--- config.mk ---
export PLATFORM = sky130hd
export DESIGN_NAME = dmac_chn_regs
export DESIGN_NICKNAME = d
export VERILOG_FILES = /design/src/verilog/dmac_ahb_pkg.sv /design/src/verilog/dmac_reg_pkg.sv /design/src/verilog/dmac_ahb_decode.sv /design/src/verilog/dmac_cfg_regs.sv /design/src/verilog/dmac_chn_ctl.sv /design/src/verilog/dmac_chn_regs.sv
export SDC_FILE = /design/constraint.sdc
export NUM_CORES = 1
export LEC_CHECK = 0
export BUFFER_PORTS_ARGS = -buffer_cell sky130_fd_sc_hd__buf_4
export CORE_AREA = 2 2 118 120
export CTS_CLUSTER_DIAMETER = 60
export DETAILED_ROUTE_END_ITERATION = 16
export DIE_AREA = 0 0 120 122
export PLACE_DENSITY_LB_ADDON = 0.05
export SYNTH_ARGS = -nofsm -noshare
export SYNTH_HDL_FRONTEND = slang
export SYNTH_SLANG_ARGS = --single-unit
export TNS_END_PERCENT = 10
--- constraint.sdc ---
create_clock -name hclk -period 1.95 [get_ports hclk]
set_clock_uncertainty 0.1 [all_clocks]
set_input_delay 0.39 -clock hclk [delete_from_list [all_inputs] [get_ports hclk]]
set_output_delay 0.39 -clock hclk [all_outputs]
set_load 0.02 [all_outputs]
--- src/verilog/dmac_ahb_pkg.sv ---
/*
 * AHB bus types for the DMA channel register block.
 * Transfer type encoding, address phase bundle and data width.
 */
`default_nettype none

package dmac_ahb_pkg;

  localparam int DATA_W = 32;

  // encoding follows the AHB htrans field
  typedef enum logic [1:0] {
    IDLE   = 2'b00,
    BUSY   = 2'b01,
    NONSEQ = 2'b10,
    SEQ    = 2'b11
  } htrans_e;

  // address phase signals as seen by a slave
  typedef struct packed {
    logic        hsel;
    htrans_e     htrans;
    logic [31:0] haddr;
    logic        hwrite;
  } ahb_req_t;

endpackage

`default_nettype wire

--- src/verilog/dmac_reg_pkg.sv ---
/*
 * Register map of one DMA channel.
 * Offsets, field positions, access and configuration types.
 */
`default_nettype none

package dmac_reg_pkg;

  localparam int REG_ADDR_W = 10;

  localparam logic [REG_ADDR_W-1:0] CHN_BASE = 10'h1b0;

  // ~~~~~~~~~~~~~~~~~~~~~~~~~~~~~~~~~~~~~~
  // register offsets from the channel base
  // ~~~~~~~~~~~~~~~~~~~~~~~~~~~~~~~~~~~~~~
  localparam logic [REG_ADDR_W-1:0] OFS_SAR        = 10'h000;
  localparam logic [REG_ADDR_W-1:0] OFS_DAR        = 10'h004;
  localparam logic [REG_ADDR_W-1:0] OFS_CTRL_A     = 10'h008;
  localparam logic [REG_ADDR_W-1:0] OFS_CTRL_B     = 10'h00c;
  localparam logic [REG_ADDR_W-1:0] OFS_INT_MASK   = 10'h010;
  localparam logic [REG_ADDR_W-1:0] OFS_INT_STATUS = 10'h014;
  localparam logic [REG_ADDR_W-1:0] OFS_INT_CLEAR  = 10'h018;
  localparam logic [REG_ADDR_W-1:0] OFS_SOFT_REQ   = 10'h01c;
  localparam logic [REG_ADDR_W-1:0] OFS_CHN_EN     = 10'h020;
  localparam logic [REG_ADDR_W-1:0] OFS_GRPLEN_EXT = 10'h024;

  // ctrl_a fields, single bits or the low bit of a field
  localparam int CA_DGRPADDRC  = 31;
  localparam int CA_SGRPADDRC  = 29;
  localparam int CA_GRPMC      = 28;
  localparam int CA_CHINTMDC   = 24;
  localparam int CA_BLOCK_TL   = 12;
  localparam int CA_GROUP_LEN  = 8;
  localparam int CA_SINC       = 6;
  localparam int CA_DINC       = 4;
  localparam int CA_SRC_TR_W   = 2;
  localparam int CA_DST_TR_W   = 0;

  // upper two bits of group_len live in their own register
  localparam int GE_GROUP_LEN  = 0;

  // ctrl_b fields
  localparam int CB_PROTCTL    = 15;
  localparam int CB_ENDLAN     = 14;
  localparam int CB_SRCDTLGC   = 13;
  localparam int CB_TRGTMDC    = 1;
  localparam int CB_INT_EN     = 0;

  localparam int CHN_EN_BIT    = 0;
  localparam int SOFT_REQ_BIT  = 0;
  localparam int EVT_W         = 5;

  typedef enum logic [3:0] {
    REG_NONE,
    REG_SAR,
    REG_DAR,
    REG_CTRL_A,
    REG_CTRL_B,
    REG_INT_MASK,
    REG_INT_STATUS,
    REG_INT_CLEAR,
    REG_SOFT_REQ,
    REG_CHN_EN,
    REG_GRPLEN_EXT
  } reg_sel_e;

  // register access for the data phase
  typedef struct packed {
    reg_sel_e sel;
    logic     wr;
    logic     rd;
  } reg_acc_t;

  typedef struct packed {
    logic [31:0] sar;
    logic [31:0] dar;
    logic        dgrpaddrc;
    logic        sgrpaddrc;
    logic        grpmc;
    logic [2:0]  chintmdc;
    logic [11:0] block_tl;
    logic [5:0]  group_len;
    logic [1:0]  sinc;
    logic [1:0]  dinc;
    logic [1:0]  src_tr_width;
    logic [1:0]  dst_tr_width;
    logic [3:0]  protctl;
    logic        endlan;
    logic        srcdtlgc;
    logic [1:0]  trgtmdc;
  } xfer_cfg_t;

  // same layout for events, mask, status and clear
  typedef struct packed {
    logic pend;
    logic trgetcmp;
    logic htfr;
    logic tfr;
    logic err;
  } chn_evt_t;

endpackage

`default_nettype wire

--- src/verilog/dmac_ahb_decode.sv ---
/*
 * AHB address phase decoder. Registers a valid transfer as a register
 * access for the data phase and blocks configuration writes while enabled.
 */
`default_nettype none

module dmac_ahb_decode (
  input  wire                    hclk,
  input  wire                    hrst_n,
  input  wire dmac_ahb_pkg::ahb_req_t ahb_req,
  input  wire                    chn_en,
  output dmac_reg_pkg::reg_acc_t acc
);

  logic                                active;
  logic [dmac_reg_pkg::REG_ADDR_W-1:0] ofs;
  dmac_reg_pkg::reg_sel_e              sel_map;
  logic                                cfg_hit;
  dmac_reg_pkg::reg_acc_t              acc_nxt;

  assign active = ahb_req.hsel &&
                  (ahb_req.htrans == dmac_ahb_pkg::NONSEQ ||
                   ahb_req.htrans == dmac_ahb_pkg::SEQ);

  // addresses below the base wrap far past the last offset
  assign ofs = ahb_req.haddr[dmac_reg_pkg::REG_ADDR_W-1:0] - dmac_reg_pkg::CHN_BASE;

  always_comb begin
    case (ofs)
      dmac_reg_pkg::OFS_SAR:        sel_map = dmac_reg_pkg::REG_SAR;
      dmac_reg_pkg::OFS_DAR:        sel_map = dmac_reg_pkg::REG_DAR;
      dmac_reg_pkg::OFS_CTRL_A:     sel_map = dmac_reg_pkg::REG_CTRL_A;
      dmac_reg_pkg::OFS_CTRL_B:     sel_map = dmac_reg_pkg::REG_CTRL_B;
      dmac_reg_pkg::OFS_INT_MASK:   sel_map = dmac_reg_pkg::REG_INT_MASK;
      dmac_reg_pkg::OFS_INT_STATUS: sel_map = dmac_reg_pkg::REG_INT_STATUS;
      dmac_reg_pkg::OFS_INT_CLEAR:  sel_map = dmac_reg_pkg::REG_INT_CLEAR;
      dmac_reg_pkg::OFS_SOFT_REQ:   sel_map = dmac_reg_pkg::REG_SOFT_REQ;
      dmac_reg_pkg::OFS_CHN_EN:     sel_map = dmac_reg_pkg::REG_CHN_EN;
      dmac_reg_pkg::OFS_GRPLEN_EXT: sel_map = dmac_reg_pkg::REG_GRPLEN_EXT;
      default:                      sel_map = dmac_reg_pkg::REG_NONE;
    endcase
  end

  assign cfg_hit = sel_map inside {dmac_reg_pkg::REG_SAR, dmac_reg_pkg::REG_DAR,
                                   dmac_reg_pkg::REG_CTRL_A, dmac_reg_pkg::REG_CTRL_B,
                                   dmac_reg_pkg::REG_GRPLEN_EXT};

  always_comb begin
    acc_nxt.sel = active ? sel_map : dmac_reg_pkg::REG_NONE;
    // the transfer configuration is frozen while the channel runs
    if (ahb_req.hwrite && chn_en && cfg_hit) begin
      acc_nxt.sel = dmac_reg_pkg::REG_NONE;
    end
    acc_nxt.wr = (acc_nxt.sel != dmac_reg_pkg::REG_NONE) && ahb_req.hwrite;
    acc_nxt.rd = (acc_nxt.sel != dmac_reg_pkg::REG_NONE) && !ahb_req.hwrite;
  end

  always_ff @(posedge hclk or negedge hrst_n) begin
    if (!hrst_n) begin
      acc.sel <= dmac_reg_pkg::REG_NONE;
      acc.wr  <= 1'b0;
      acc.rd  <= 1'b0;
    end else begin
      acc <= acc_nxt;
    end
  end

  // an enabled channel in the address phase means no config write in the data phase
  a_cfg_locked: assert property (@(posedge hclk) disable iff (!hrst_n)
    chn_en |=> !(acc.wr && acc.sel inside {dmac_reg_pkg::REG_SAR, dmac_reg_pkg::REG_DAR,
                                           dmac_reg_pkg::REG_CTRL_A, dmac_reg_pkg::REG_CTRL_B,
                                           dmac_reg_pkg::REG_GRPLEN_EXT}))
    else $error("config register written while channel enabled");

endmodule

`default_nettype wire

--- src/verilog/dmac_cfg_regs.sv ---
/*
 * Transfer configuration registers of one DMA channel and their read word.
 */
`default_nettype none

module dmac_cfg_regs (
  input  wire                               hclk,
  input  wire                               hrst_n,
  input  wire dmac_reg_pkg::reg_acc_t       acc,
  input  wire [dmac_ahb_pkg::DATA_W-1:0]    hwdata,
  output dmac_reg_pkg::xfer_cfg_t           cfg,
  output logic                              int_en,
  output logic [dmac_ahb_pkg::DATA_W-1:0]   cfg_rdata
);

  // ~~~~~~~~~~~~~~~~~~~~~~~~~~~~~~~~~~~~~~
  // register write
  // ~~~~~~~~~~~~~~~~~~~~~~~~~~~~~~~~~~~~~~
  always_ff @(posedge hclk or negedge hrst_n) begin
    if (!hrst_n) begin
      cfg    <= '0;
      int_en <= 1'b0;
    end else if (acc.wr) begin
      case (acc.sel)
        dmac_reg_pkg::REG_SAR: cfg.sar <= hwdata;
        dmac_reg_pkg::REG_DAR: cfg.dar <= hwdata;
        dmac_reg_pkg::REG_CTRL_A: begin
          cfg.dgrpaddrc      <= hwdata[dmac_reg_pkg::CA_DGRPADDRC];
          cfg.sgrpaddrc      <= hwdata[dmac_reg_pkg::CA_SGRPADDRC];
          cfg.grpmc          <= hwdata[dmac_reg_pkg::CA_GRPMC];
          cfg.chintmdc       <= hwdata[dmac_reg_pkg::CA_CHINTMDC +: 3];
          cfg.block_tl       <= hwdata[dmac_reg_pkg::CA_BLOCK_TL +: 12];
          cfg.group_len[3:0] <= hwdata[dmac_reg_pkg::CA_GROUP_LEN +: 4];
          cfg.sinc           <= hwdata[dmac_reg_pkg::CA_SINC +: 2];
          cfg.dinc           <= hwdata[dmac_reg_pkg::CA_DINC +: 2];
          cfg.src_tr_width   <= hwdata[dmac_reg_pkg::CA_SRC_TR_W +: 2];
          cfg.dst_tr_width   <= hwdata[dmac_reg_pkg::CA_DST_TR_W +: 2];
        end
        dmac_reg_pkg::REG_GRPLEN_EXT: begin
          cfg.group_len[5:4] <= hwdata[dmac_reg_pkg::GE_GROUP_LEN +: 2];
        end
        dmac_reg_pkg::REG_CTRL_B: begin
          cfg.protctl  <= hwdata[dmac_reg_pkg::CB_PROTCTL +: 4];
          cfg.endlan   <= hwdata[dmac_reg_pkg::CB_ENDLAN];
          cfg.srcdtlgc <= hwdata[dmac_reg_pkg::CB_SRCDTLGC];
          cfg.trgtmdc  <= hwdata[dmac_reg_pkg::CB_TRGTMDC +: 2];
          int_en       <= hwdata[dmac_reg_pkg::CB_INT_EN];
        end
        default: ;
      endcase
    end
  end

  // ~~~~~~~~~~~~~~~~~~~~~~~~~~~~~~~~~~~~~~
  // read word, reserved bits stay zero
  // ~~~~~~~~~~~~~~~~~~~~~~~~~~~~~~~~~~~~~~
  always_comb begin
    cfg_rdata = '0;
    if (acc.rd) begin
      case (acc.sel)
        dmac_reg_pkg::REG_SAR: cfg_rdata = cfg.sar;
        dmac_reg_pkg::REG_DAR: cfg_rdata = cfg.dar;
        dmac_reg_pkg::REG_CTRL_A: begin
          cfg_rdata[dmac_reg_pkg::CA_DGRPADDRC]      = cfg.dgrpaddrc;
          cfg_rdata[dmac_reg_pkg::CA_SGRPADDRC]      = cfg.sgrpaddrc;
          cfg_rdata[dmac_reg_pkg::CA_GRPMC]          = cfg.grpmc;
          cfg_rdata[dmac_reg_pkg::CA_CHINTMDC +: 3]  = cfg.chintmdc;
          cfg_rdata[dmac_reg_pkg::CA_BLOCK_TL +: 12] = cfg.block_tl;
          cfg_rdata[dmac_reg_pkg::CA_GROUP_LEN +: 4] = cfg.group_len[3:0];
          cfg_rdata[dmac_reg_pkg::CA_SINC +: 2]      = cfg.sinc;
          cfg_rdata[dmac_reg_pkg::CA_DINC +: 2]      = cfg.dinc;
          cfg_rdata[dmac_reg_pkg::CA_SRC_TR_W +: 2]  = cfg.src_tr_width;
          cfg_rdata[dmac_reg_pkg::CA_DST_TR_W +: 2]  = cfg.dst_tr_width;
        end
        dmac_reg_pkg::REG_GRPLEN_EXT: begin
          cfg_rdata[dmac_reg_pkg::GE_GROUP_LEN +: 2] = cfg.group_len[5:4];
        end
        dmac_reg_pkg::REG_CTRL_B: begin
          cfg_rdata[dmac_reg_pkg::CB_PROTCTL +: 4] = cfg.protctl;
          cfg_rdata[dmac_reg_pkg::CB_ENDLAN]       = cfg.endlan;
          cfg_rdata[dmac_reg_pkg::CB_SRCDTLGC]     = cfg.srcdtlgc;
          cfg_rdata[dmac_reg_pkg::CB_TRGTMDC +: 2] = cfg.trgtmdc;
          cfg_rdata[dmac_reg_pkg::CB_INT_EN]       = int_en;
        end
        default: ;
      endcase
    end
  end

  // the decoder derives both strobes from one hwrite sample
  a_wr_rd_excl: assert property (@(posedge hclk) disable iff (!hrst_n)
    !(acc.wr && acc.rd))
    else $error("register access is both read and write");

endmodule

`default_nettype wire

--- src/verilog/dmac_chn_ctl.sv ---
/*
 * Channel control registers: enable, software request and interrupts.
 * Also selects the read data returned on the bus.
 */
`default_nettype none

module dmac_chn_ctl (
  input  wire                               hclk,
  input  wire                               hrst_n,
  input  wire dmac_reg_pkg::reg_acc_t       acc,
  input  wire [dmac_ahb_pkg::DATA_W-1:0]    hwdata,
  input  wire dmac_reg_pkg::chn_evt_t       evt,
  input  wire                               chnen_clr,
  input  wire                               int_en,
  input  wire [dmac_ahb_pkg::DATA_W-1:0]    cfg_rdata,
  output logic                              chn_en,
  output logic                              irq,
  output logic                              pend,
  output logic                              sfwtrg,
  output logic [dmac_ahb_pkg::DATA_W-1:0]   hrdata
);

  dmac_reg_pkg::chn_evt_t int_mask;
  dmac_reg_pkg::chn_evt_t int_status;
  dmac_reg_pkg::chn_evt_t int_clear;
  logic                   soft_req;
  logic                   wr_mask;
  logic                   wr_clear;
  logic                   wr_soft;
  logic                   wr_en;

  assign wr_mask  = acc.wr && acc.sel == dmac_reg_pkg::REG_INT_MASK;
  assign wr_clear = acc.wr && acc.sel == dmac_reg_pkg::REG_INT_CLEAR;
  assign wr_soft  = acc.wr && acc.sel == dmac_reg_pkg::REG_SOFT_REQ;
  assign wr_en    = acc.wr && acc.sel == dmac_reg_pkg::REG_CHN_EN;

  // ~~~~~~~~~~~~~~~~~~~~~~~~~~~~~~~~~~~~~~
  // interrupt mask, status and clear
  // ~~~~~~~~~~~~~~~~~~~~~~~~~~~~~~~~~~~~~~
  always_ff @(posedge hclk or negedge hrst_n) begin
    if (!hrst_n) begin
      int_mask   <= '0;
      int_status <= '0;
      int_clear  <= '0;
    end else begin
      if (wr_mask) begin
        int_mask <= hwdata[dmac_reg_pkg::EVT_W-1:0];
      end
      // clear acts one cycle after its data phase
      int_clear  <= wr_clear ? hwdata[dmac_reg_pkg::EVT_W-1:0] : '0;
      // a new event beats a clear of the same bit
      int_status <= evt | (int_status & ~int_clear);
    end
  end

  assign irq  = int_en && |(int_status & int_mask);
  assign pend = int_status.pend;

  // software trigger comes out two cycles after the write data phase
  always_ff @(posedge hclk or negedge hrst_n) begin
    if (!hrst_n) begin
      soft_req <= 1'b0;
      sfwtrg   <= 1'b0;
    end else begin
      // back-to-back requests merge into one trigger
      soft_req <= wr_soft && hwdata[dmac_reg_pkg::SOFT_REQ_BIT] && !soft_req;
      sfwtrg   <= soft_req;
    end
  end

  always_ff @(posedge hclk or negedge hrst_n) begin
    if (!hrst_n) begin
      chn_en <= 1'b0;
    end else if (wr_en) begin
      chn_en <= hwdata[dmac_reg_pkg::CHN_EN_BIT];
    end else if (chnen_clr) begin
      chn_en <= 1'b0;
    end
  end

  // local registers override the read word of the config block
  always_comb begin
    hrdata = cfg_rdata;
    if (acc.rd) begin
      case (acc.sel)
        dmac_reg_pkg::REG_INT_MASK: begin
          hrdata = '0;
          hrdata[dmac_reg_pkg::EVT_W-1:0] = int_mask;
        end
        dmac_reg_pkg::REG_INT_STATUS: begin
          hrdata = '0;
          hrdata[dmac_reg_pkg::EVT_W-1:0] = int_status;
        end
        dmac_reg_pkg::REG_CHN_EN: begin
          hrdata = '0;
          hrdata[dmac_reg_pkg::CHN_EN_BIT] = chn_en;
        end
        default: ;
      endcase
    end
  end

  a_sfwtrg_single: assert property (@(posedge hclk) disable iff (!hrst_n)
    sfwtrg |=> !sfwtrg)
    else $error("sfwtrg held for more than one cycle");

endmodule

`default_nettype wire

--- src/verilog/dmac_chn_regs.sv ---
/*
 * DMA channel register block, an AHB slave without wait states.
 */
`default_nettype none

module dmac_chn_regs (
  input  wire                               hclk,
  input  wire                               hrst_n,
  input  wire dmac_ahb_pkg::ahb_req_t       ahb_req,
  input  wire [dmac_ahb_pkg::DATA_W-1:0]    hwdata,
  output wire [dmac_ahb_pkg::DATA_W-1:0]    hrdata,
  input  wire dmac_reg_pkg::chn_evt_t       evt,
  input  wire                               chnen_clr,
  output wire dmac_reg_pkg::xfer_cfg_t      cfg,
  output wire                               chn_en,
  output wire                               irq,
  output wire                               pend,
  output wire                               sfwtrg
);

  dmac_reg_pkg::reg_acc_t            acc;
  logic                              int_en;
  logic [dmac_ahb_pkg::DATA_W-1:0]   cfg_rdata;

  dmac_ahb_decode u_decode (
    .hclk    (hclk),
    .hrst_n  (hrst_n),
    .ahb_req (ahb_req),
    .chn_en  (chn_en),
    .acc     (acc)
  );

  dmac_cfg_regs u_cfg (
    .hclk      (hclk),
    .hrst_n    (hrst_n),
    .acc       (acc),
    .hwdata    (hwdata),
    .cfg       (cfg),
    .int_en    (int_en),
    .cfg_rdata (cfg_rdata)
  );

  dmac_chn_ctl u_ctl (
    .hclk      (hclk),
    .hrst_n    (hrst_n),
    .acc       (acc),
    .hwdata    (hwdata),
    .evt       (evt),
    .chnen_clr (chnen_clr),
    .int_en    (int_en),
    .cfg_rdata (cfg_rdata),
    .chn_en    (chn_en),
    .irq       (irq),
    .pend      (pend),
    .sfwtrg    (sfwtrg),
    .hrdata    (hrdata)
  );

endmodule

`default_nettype wire

==> flow_summary_export.csv, run 1 <==
group,metric,value,unit
run_status,status,"complete, but fails checks",
run_status,violations,"setup timing",
die,die_width,120,um
sta,post-route-period-util,1.29,
die,dieArea,14600,um^2
place,dp_hpwl,11.5,mm
sta,maxSlewViolCount,0,
logic_synthesis,netlist_top_cells_count,"dfrtp_1 (129), mux2_2 (82), mux2_4 (30), nor2_1 (30), a222oi_1 (22)",
logic_synthesis,synth-edff-count,0,
worst_setup_path,crit_path_max_fanout,7,
die,core-area,13500,um^2
place,io_buffers,192,
die,fp-row-count,43,
logic_synthesis,yosys_warnings,0,
run,maxCapViolCount,0,
sta,fin_ws,-556,ps
clocking,clock_latency,410,ps
worst_setup_path,worstSetupPathType,"flip-flop to output pin",
die,ios,216,
logic_synthesis,avgSynthCellArea,13.5,um^2
logic_synthesis,synth_top_area_frac,0.546,
worst_setup_path,crit_path_start_kind,"flip-flop",
worst_setup_path,cp_num_cells,6,
sta,max_slew.worst_pin.slew,501,ps
die,start_util,0.438,
worst_setup_path,worstPathArrival,2020,ps
worst_setup_path,ff2ff_path_depth,6,
clocking,cts_max_path_buffers,2,
worst_setup_path,r2r-start,"u_decode.acc[5]",
sta,fmax,399,MHz
routing,wl_per_cell,18.8,um
sta,hold_ws,42.2,ps
worst_setup_path,crit_chain,"buf_12 > nor4b_4 > buf_4 > a222oi_1 > o22ai_2 > buf_6",
place,place_area,7910,um^2
grt,grt_max_degree,36,
routing,ant_nets,0,
finish,final_cell_area,8670,um^2
grt,grt_pass1_vias,4572,
finish,post-route-util,0.642,
logic_synthesis,synth.most_common_cell,"dfrtp_1",
worst_setup_path,r2r_end,"u_cfg.cfg[56]",
finish,fill_cells,1056,
worst_setup_path,cp_num_buf_inv,3,
worst_hold_path,hp-start,"ahb_req[0]",
logic_synthesis,synthArstFlopShare,1.00,
logic_synthesis,yosysSeqAreaShare,0.546,
clocking,cts_made_buffers,17,
worst_setup_path,crit_start,"u_decode.acc[5]",
worst_setup_path,critical-path-top-delay-family,"buffers and inverters",
clocking,cts_max_level,4,
worst_setup_path,cp-end-kind,"output pin",
grt,grt_pass1_wl,25.1,mm
grt,grt_antenna_before_repair,0,
place,dpl.cell_count,822,
worst_hold_path,hp-class,"input port to flip-flop",
place,gp_congestion,0.812,
finish,area.growth.synth_to_final,46.6,%
logic_synthesis,ys.flop_type,"dfrtp_1",
worst_setup_path,required,1460,ps
pwr,ir_worst_vdd,508,uV
die,die_y,122,um
pwr,pwr_density_cell,737,nW/um^2
sta,hold_viol_final,0,
finish,fin_cells,860,
logic_synthesis,synth_cell_type_count,47,
worst_setup_path,r2r_slack,-20,ps
worst_hold_path,hold_depth,2,
routing,vias,4670,
routing,drt-initial-drc-count,280,
logic_synthesis,syn-cell-area,5910,um^2
clocking,tritoncts,"yes",
worst_setup_path,critPathSlowestCell,"dfrtp_1",
sta,setup_violations,54,
grt,grt_usage,0.225,
worst_setup_path,slowest_delay,390,ps
logic_synthesis,syn_inst,438,
clocking,clk_pin_slew,60,ps
finish,diodes,0,
grt,grt.overflow.total,0,
routing,wl,16.2,mm
clocking,cts.sinks,129,
finish,layout.nets,745,
routing,drc_errors,0,
sta,slew_headroom,0.657,
worst_setup_path,crit_end,"hrdata[4]",
clocking,clock-root-buffer,"clkbuf_16",
routing,via_per_inst,5.43,
finish,drive_above_1_share,0.606,
routing,firstDrtPassIters,8,
logic_synthesis,synth_top_area_cell,"dfrtp_1",
logic_synthesis,syn_nets,514,
sta,rsz0062_at_grt,"yes",
logic_synthesis,synth-seq-cells,129,
logic_synthesis,yosys-top-cells-area,"dfrtp_1 (55%), mux2_2 (16%), mux2_4 (7.6%)",
pwr,cellLeakagePower,3.98,nW
sta,layout_min_cycle_time,2510,ps
[power breakdown]
part	switching, W	internal (W)	total (W)
Combinational	0.000302	0.000305	0.000607
Sequential	0.0000907	0.00278	0.00287
Clock	0.00108	0.00183	0.00291
Total	0.00147	0.00491	0.00639
[metal layers]
metal / routed length (um) / vias to the layer above / track usage
met5: 0 / - / 0
met4: 194 / 0 / 0.0743
met3: 1050 / 16 / 0.0585
met2: 7940 / 187 / 0.365
met1: 7010 / 2366 / 0.294
li1: - / 2101 / -
[placed cells by master, fill, tap and decap left out, types with 3 or more instances in the layout]
master	instances
mux2_2	82
nand2_1	9
clkbuf_16	18
buf_12	10
dfrtp_1	126
nor4b_4	3
a222oi_1	22
buf_6	25
nand3_1	3
nor2_2	11
clkinv_2	4
dfrtp_2	3
nand2b_1	3
nor2_1	20
nor2b_1	8
and2_1	6
buf_4	200
o22ai_2	3
o21ai_0	8
a21o_1	5
clkbuf_1	4
inv_1	5
clkbuf_8	3
a22oi_1	20
a21oi_2	6
mux2i_1	3
mux2_4	30
[worst min-delay path by stage]
| stage | to | slack (ps) |
|---|---|---|
| 4_1_cts | u_decode.acc[0] | 20 |
| 2_1_floorplan | u_cfg.cfg[0] | -6 |
| 3_3_place_gp | u_cfg.cfg[49] | 280 |
| 6_report | u_decode.acc[0] | 40 |
| 3_5_place_dp | u_ctl.sfwtrg | 280 |
| 5_1_grt | u_decode.acc[0] | 30 |
[what timing repair did]
item                                    4_1_cts  5_1_grt
hold endpoints to repair                     31        0
endpoints found under the setup margin       95      115
setup buffers                                 5        1
gates resized for setup                      14       26
pin swaps                                     3        7
hold buffers                                  1        0
cloned                                        0        1
[kinds of logic after synthesis]
family / count (synthesis) / synth area share
flip-flops: 129 / 0.546
buffers and inverters: 31 / 0.0284
XOR/XNOR: 1 / 0.00148
AND/OR/NAND/NOR: 83 / 0.0830
multiplexers: 115 / 0.237
AO/OA/AOI/OAI: 78 / 0.102
adder cells (fa/ha/maj): 1 / 0.00169
[area by class of cell]
cell class,instances,area (um^2),area share
inverters,5,18.8,0.00216
repair buffers,238,2030,0.235
clock inverters,6,57.6,0.00664
multi-input cells,278,2620,0.302
well taps,180,225,0.0260
clock buffers,24,482,0.0556
flip-flops and latches,129,3230,0.373
[metrics by stage]
stage	total power, W	setup TNS (ps)	setup WS (ps)
6_report	0.00639	-15710	-556
5_1_grt	0.00663	-20260	-617
4_1_cts	0.00645	-19130	-567
3_5_place_dp	0.00353	-8630	-162
3_3_place_gp	0.00351	-5920	-160
2_1_floorplan	0.00314	-1880	-130
[flip-flops by register name (all words and copies together), names as in the netlist]
signal / count
u_cfg.cfg: 104
u_decode.acc: 6
u_ctl.int_clear: 5
u_ctl.int_mask: 5
u_ctl.int_status: 4
u_cfg.int_en: 1
u_ctl.chn_en: 1
u_ctl.pend: 1
u_ctl.sfwtrg: 1
u_ctl.soft_req: 1
(Power assumes the default switching activity.)
==> run 2: changes to the inputs <==
ABC_AREA = 1   (was not set)
CORE_AREA = 2 2 117 119   (was 2 2 118 120)
DIE_AREA = 0 0 119 121   (was 0 0 120 122)
PLACE_DENSITY = 0.76   (was not set)
PLACE_DENSITY_LB_ADDON = not set   (was 0.05)
==> flow_summary_export.csv, run 2 <==
group,metric,value,unit
finish,post-route-util,0.663,
finish,fill_cells,1068,
worst_setup_path,crit_path_max_fanout,4,
logic_synthesis,yosysSeqAreaShare,0.553,
run_status,status,"complete, but fails checks",
clocking,clk_pin_slew,60,ps
sta,max_slew.worst_pin.slew,437,ps
worst_setup_path,required,1460,ps
pwr,ir_worst_vdd,465,uV
clocking,tritoncts,"yes",
logic_synthesis,synthArstFlopShare,1.00,
pwr,intPower,0.00496,W
worst_setup_path,worstPathArrival,1970,ps
finish,layout_common_cells,"nand2_1 (216), buf_4 (205), dfrtp_1 (127)",
run,maxCapViolCount,0,
sta,fin_ws,-513,ps
die,dieArea,14400,um^2
grt,grt_pass1_vias,5652,
sta,rsz0062_at_grt,"yes",
logic_synthesis,synth-edff-count,0,
worst_setup_path,worstSetupPathType,"flip-flop to output pin",
pwr,pwr-share-seq,0.431,
worst_setup_path,critical-path-top-delay-family,"compound AO/OA/AOI/OAI gates",
routing,firstDrtPassIters,5,
logic_synthesis,synth_top_area_cell,"dfrtp_1",
logic_synthesis,avgSynthCellArea,8.19,um^2
finish,diodes,0,
finish,area.growth.synth_to_final,48.7,%
pwr,power.switching,0.00126,W
finish,drive_above_1_share,0.345,
run_status,violations,"setup timing",
sta,setup_violations,33,
grt,grt_usage,0.252,
logic_synthesis,synth.most_common_cell,"nand2_1",
logic_synthesis,synth_cell_type_count,29,
die,die_width,119,um
routing,drt-initial-drc-count,446,
clocking,clock_latency,410,ps
sta,post-route-period-util,1.26,
worst_setup_path,cp_num_buf_inv,2,
logic_synthesis,syn-cell-area,5840,um^2
logic_synthesis,netlist_top_cells_count,"nand2_1 (226), dfrtp_1 (129), o21ai_0 (95)",
finish,largestRegisters,"u_cfg.cfg: 104 flops, u_decode.acc: 6 flops",
place,dpl.cell_count,1084,
logic_synthesis,yosys-top-cells-area,"dfrtp_1 (55%), nand2_1 (15%), o21ai_0 (8.1%)",
finish,final_common_cell,"nand2_1",
pwr,clockPowerShare,0.532,
sta,fmax,406,MHz
place,io_buffers,192,
worst_setup_path,cp-end-kind,"output pin",
routing,wl_per_cell,15.7,um
clocking,cts_max_path_buffers,2,
grt,grt_antenna_before_repair,0,
clocking,cts_max_level,4,
clocking,cts.sinks,129,
place,dp_hpwl,12.1,mm
pwr,pwr_density_cell,717,nW/um^2
sta,maxSlewViolCount,0,
routing,drc_errors,0,
sta,hold_viol_final,0,
pwr,switching_share,0.202,
finish,layout.nets,1010,
grt,grt_pass1_wl,28.2,mm
routing,vias,5715,
worst_hold_path,hp-class,"input port to flip-flop",
finish,fin_cells,1122,
finish,largest_register_ffs,104,
pwr,comb_power_share,0.037,
logic_synthesis,syn_nets,789,
logic_synthesis,synth-seq-cells,129,
sta,layout_min_cycle_time,2460,ps
grt,grt.overflow.total,0,
worst_setup_path,r2r_slack,160,ps
clocking,clock-root-buffer,"clkbuf_16",
die,start_util,0.446,
pwr,cellLeakagePower,4.55,nW
die,fp-row-count,42,
worst_setup_path,crit_path_start_kind,"flip-flop",
finish,top_register,"u_cfg.cfg",
logic_synthesis,yosys_warnings,0,
grt,grt_max_degree,62,
worst_setup_path,critPathSlowestCell,"dfrtp_1",
routing,wl,17.6,mm
logic_synthesis,syn_inst,713,
routing,via_per_inst,5.09,
clocking,cts_made_buffers,17,
worst_setup_path,crit_chain,"buf_6 > nand2_1 > nor2_4 > a22o_1 > a221oi_1 > a31oi_2 > buf_4",
worst_setup_path,slowest_delay,410,ps
die,die_y,121,um
die,core-area,13100,um^2
routing,ant_nets,0,
logic_synthesis,synth_top_area_frac,0.553,
die,ios,216,
place,gp_congestion,0.881,
logic_synthesis,ys.flop_type,"dfrtp_1",
sta,slew_headroom,0.708,
run 2: worst register-to-register path: stages (launching register included):
cell and delay [ps]:
dfrtp_2 440, nor2_2 130, inv_2 90, nor2_4 160, buf_4 240, nand2_2 70
buf_4 250, nand2_1 110, o21ai_0 80
run 2: final cells by class:
class                      instances  area, um^2  area share
inverter                          84         315      0.0363
clock buffer                      20         457      0.0526
tap                              176         220      0.0254
timing repair buffer             234        1950       0.225
clock inverter                    11         161      0.0186
multi-input combinational        468        2340       0.270
sequential                       129        3230       0.372
run 2: logic make-up (layout without fill, tap and decap cells):
family          after synthesis  in the layout  synth area share
compound gates              154            154             0.151
simple gates                314            314             0.221
flops                       129            129             0.553
buf+inv                     116            349            0.0756
run 2: final timing paths:
check	start	end	cells past startpoint
setup / recovery	u_decode.acc[3]	hrdata[2]	7
hold / removal	ahb_req[0]	u_decode.acc[0]	2
setup reg to reg	u_decode.acc[5]	u_cfg.cfg[100]	8
hold reg to reg	u_ctl.soft_req	u_ctl.sfwtrg	0
max in group asynchronous	hrst_n	u_decode.acc[5]	3
min in group asynchronous	hrst_n	u_cfg.cfg[34]	2
run 2: power groups by stage:
| stage | clock, W | sequential [W] | combinational, W |
|---|---|---|---|
| after floorplan | 0 | 0.00273 | 0.0000596 |
| after global placement | 0 | 0.00273 | 0.000228 |
| after detailed placement | 0 | 0.00273 | 0.000231 |
| after CTS | 0.00334 | 0.00268 | 0.000236 |
| after global routing | 0.00347 | 0.00268 | 0.000261 |
| final | 0.00331 | 0.00268 | 0.000231 |
run 2: timing repair:
action	4_1_cts	5_1_grt
hold buffers	1	0
hold endpoints to repair	12	0
gates cloned	1	0
pin swaps	13	5
gates resized for setup	48	15
setup buffers	5	0
endpoints found under the setup margin	33	35
run 2: through the flow:
step                      worst slack (ps)  instance area (um^2)  total power, W  hold slack [ps]  TNS (ps)
after floorplan                      -45.0                  5850         0.00279            -5.59      -115
after global placement               -97.1                  7740         0.00295              166     -1380
after detailed placement             -97.8                  7740         0.00296              163     -1640
after CTS                             -496                  8630         0.00626             51.2    -13960
after global routing                  -617                  8680         0.00641             54.2    -17410
final                                 -513                  8680         0.00623             64.6    -13560
run 2: routing by layer:
layer | GRT usage | vias up | share of wire
met4 | 0.104 | 0 | 0.023
met1 | 0.318 | 2731 | 0.42
met2 | 0.423 | 222 | 0.50
met3 | 0.0503 | 28 | 0.057
li1 | - | 2734 | -
met5 | 0 | - | 0
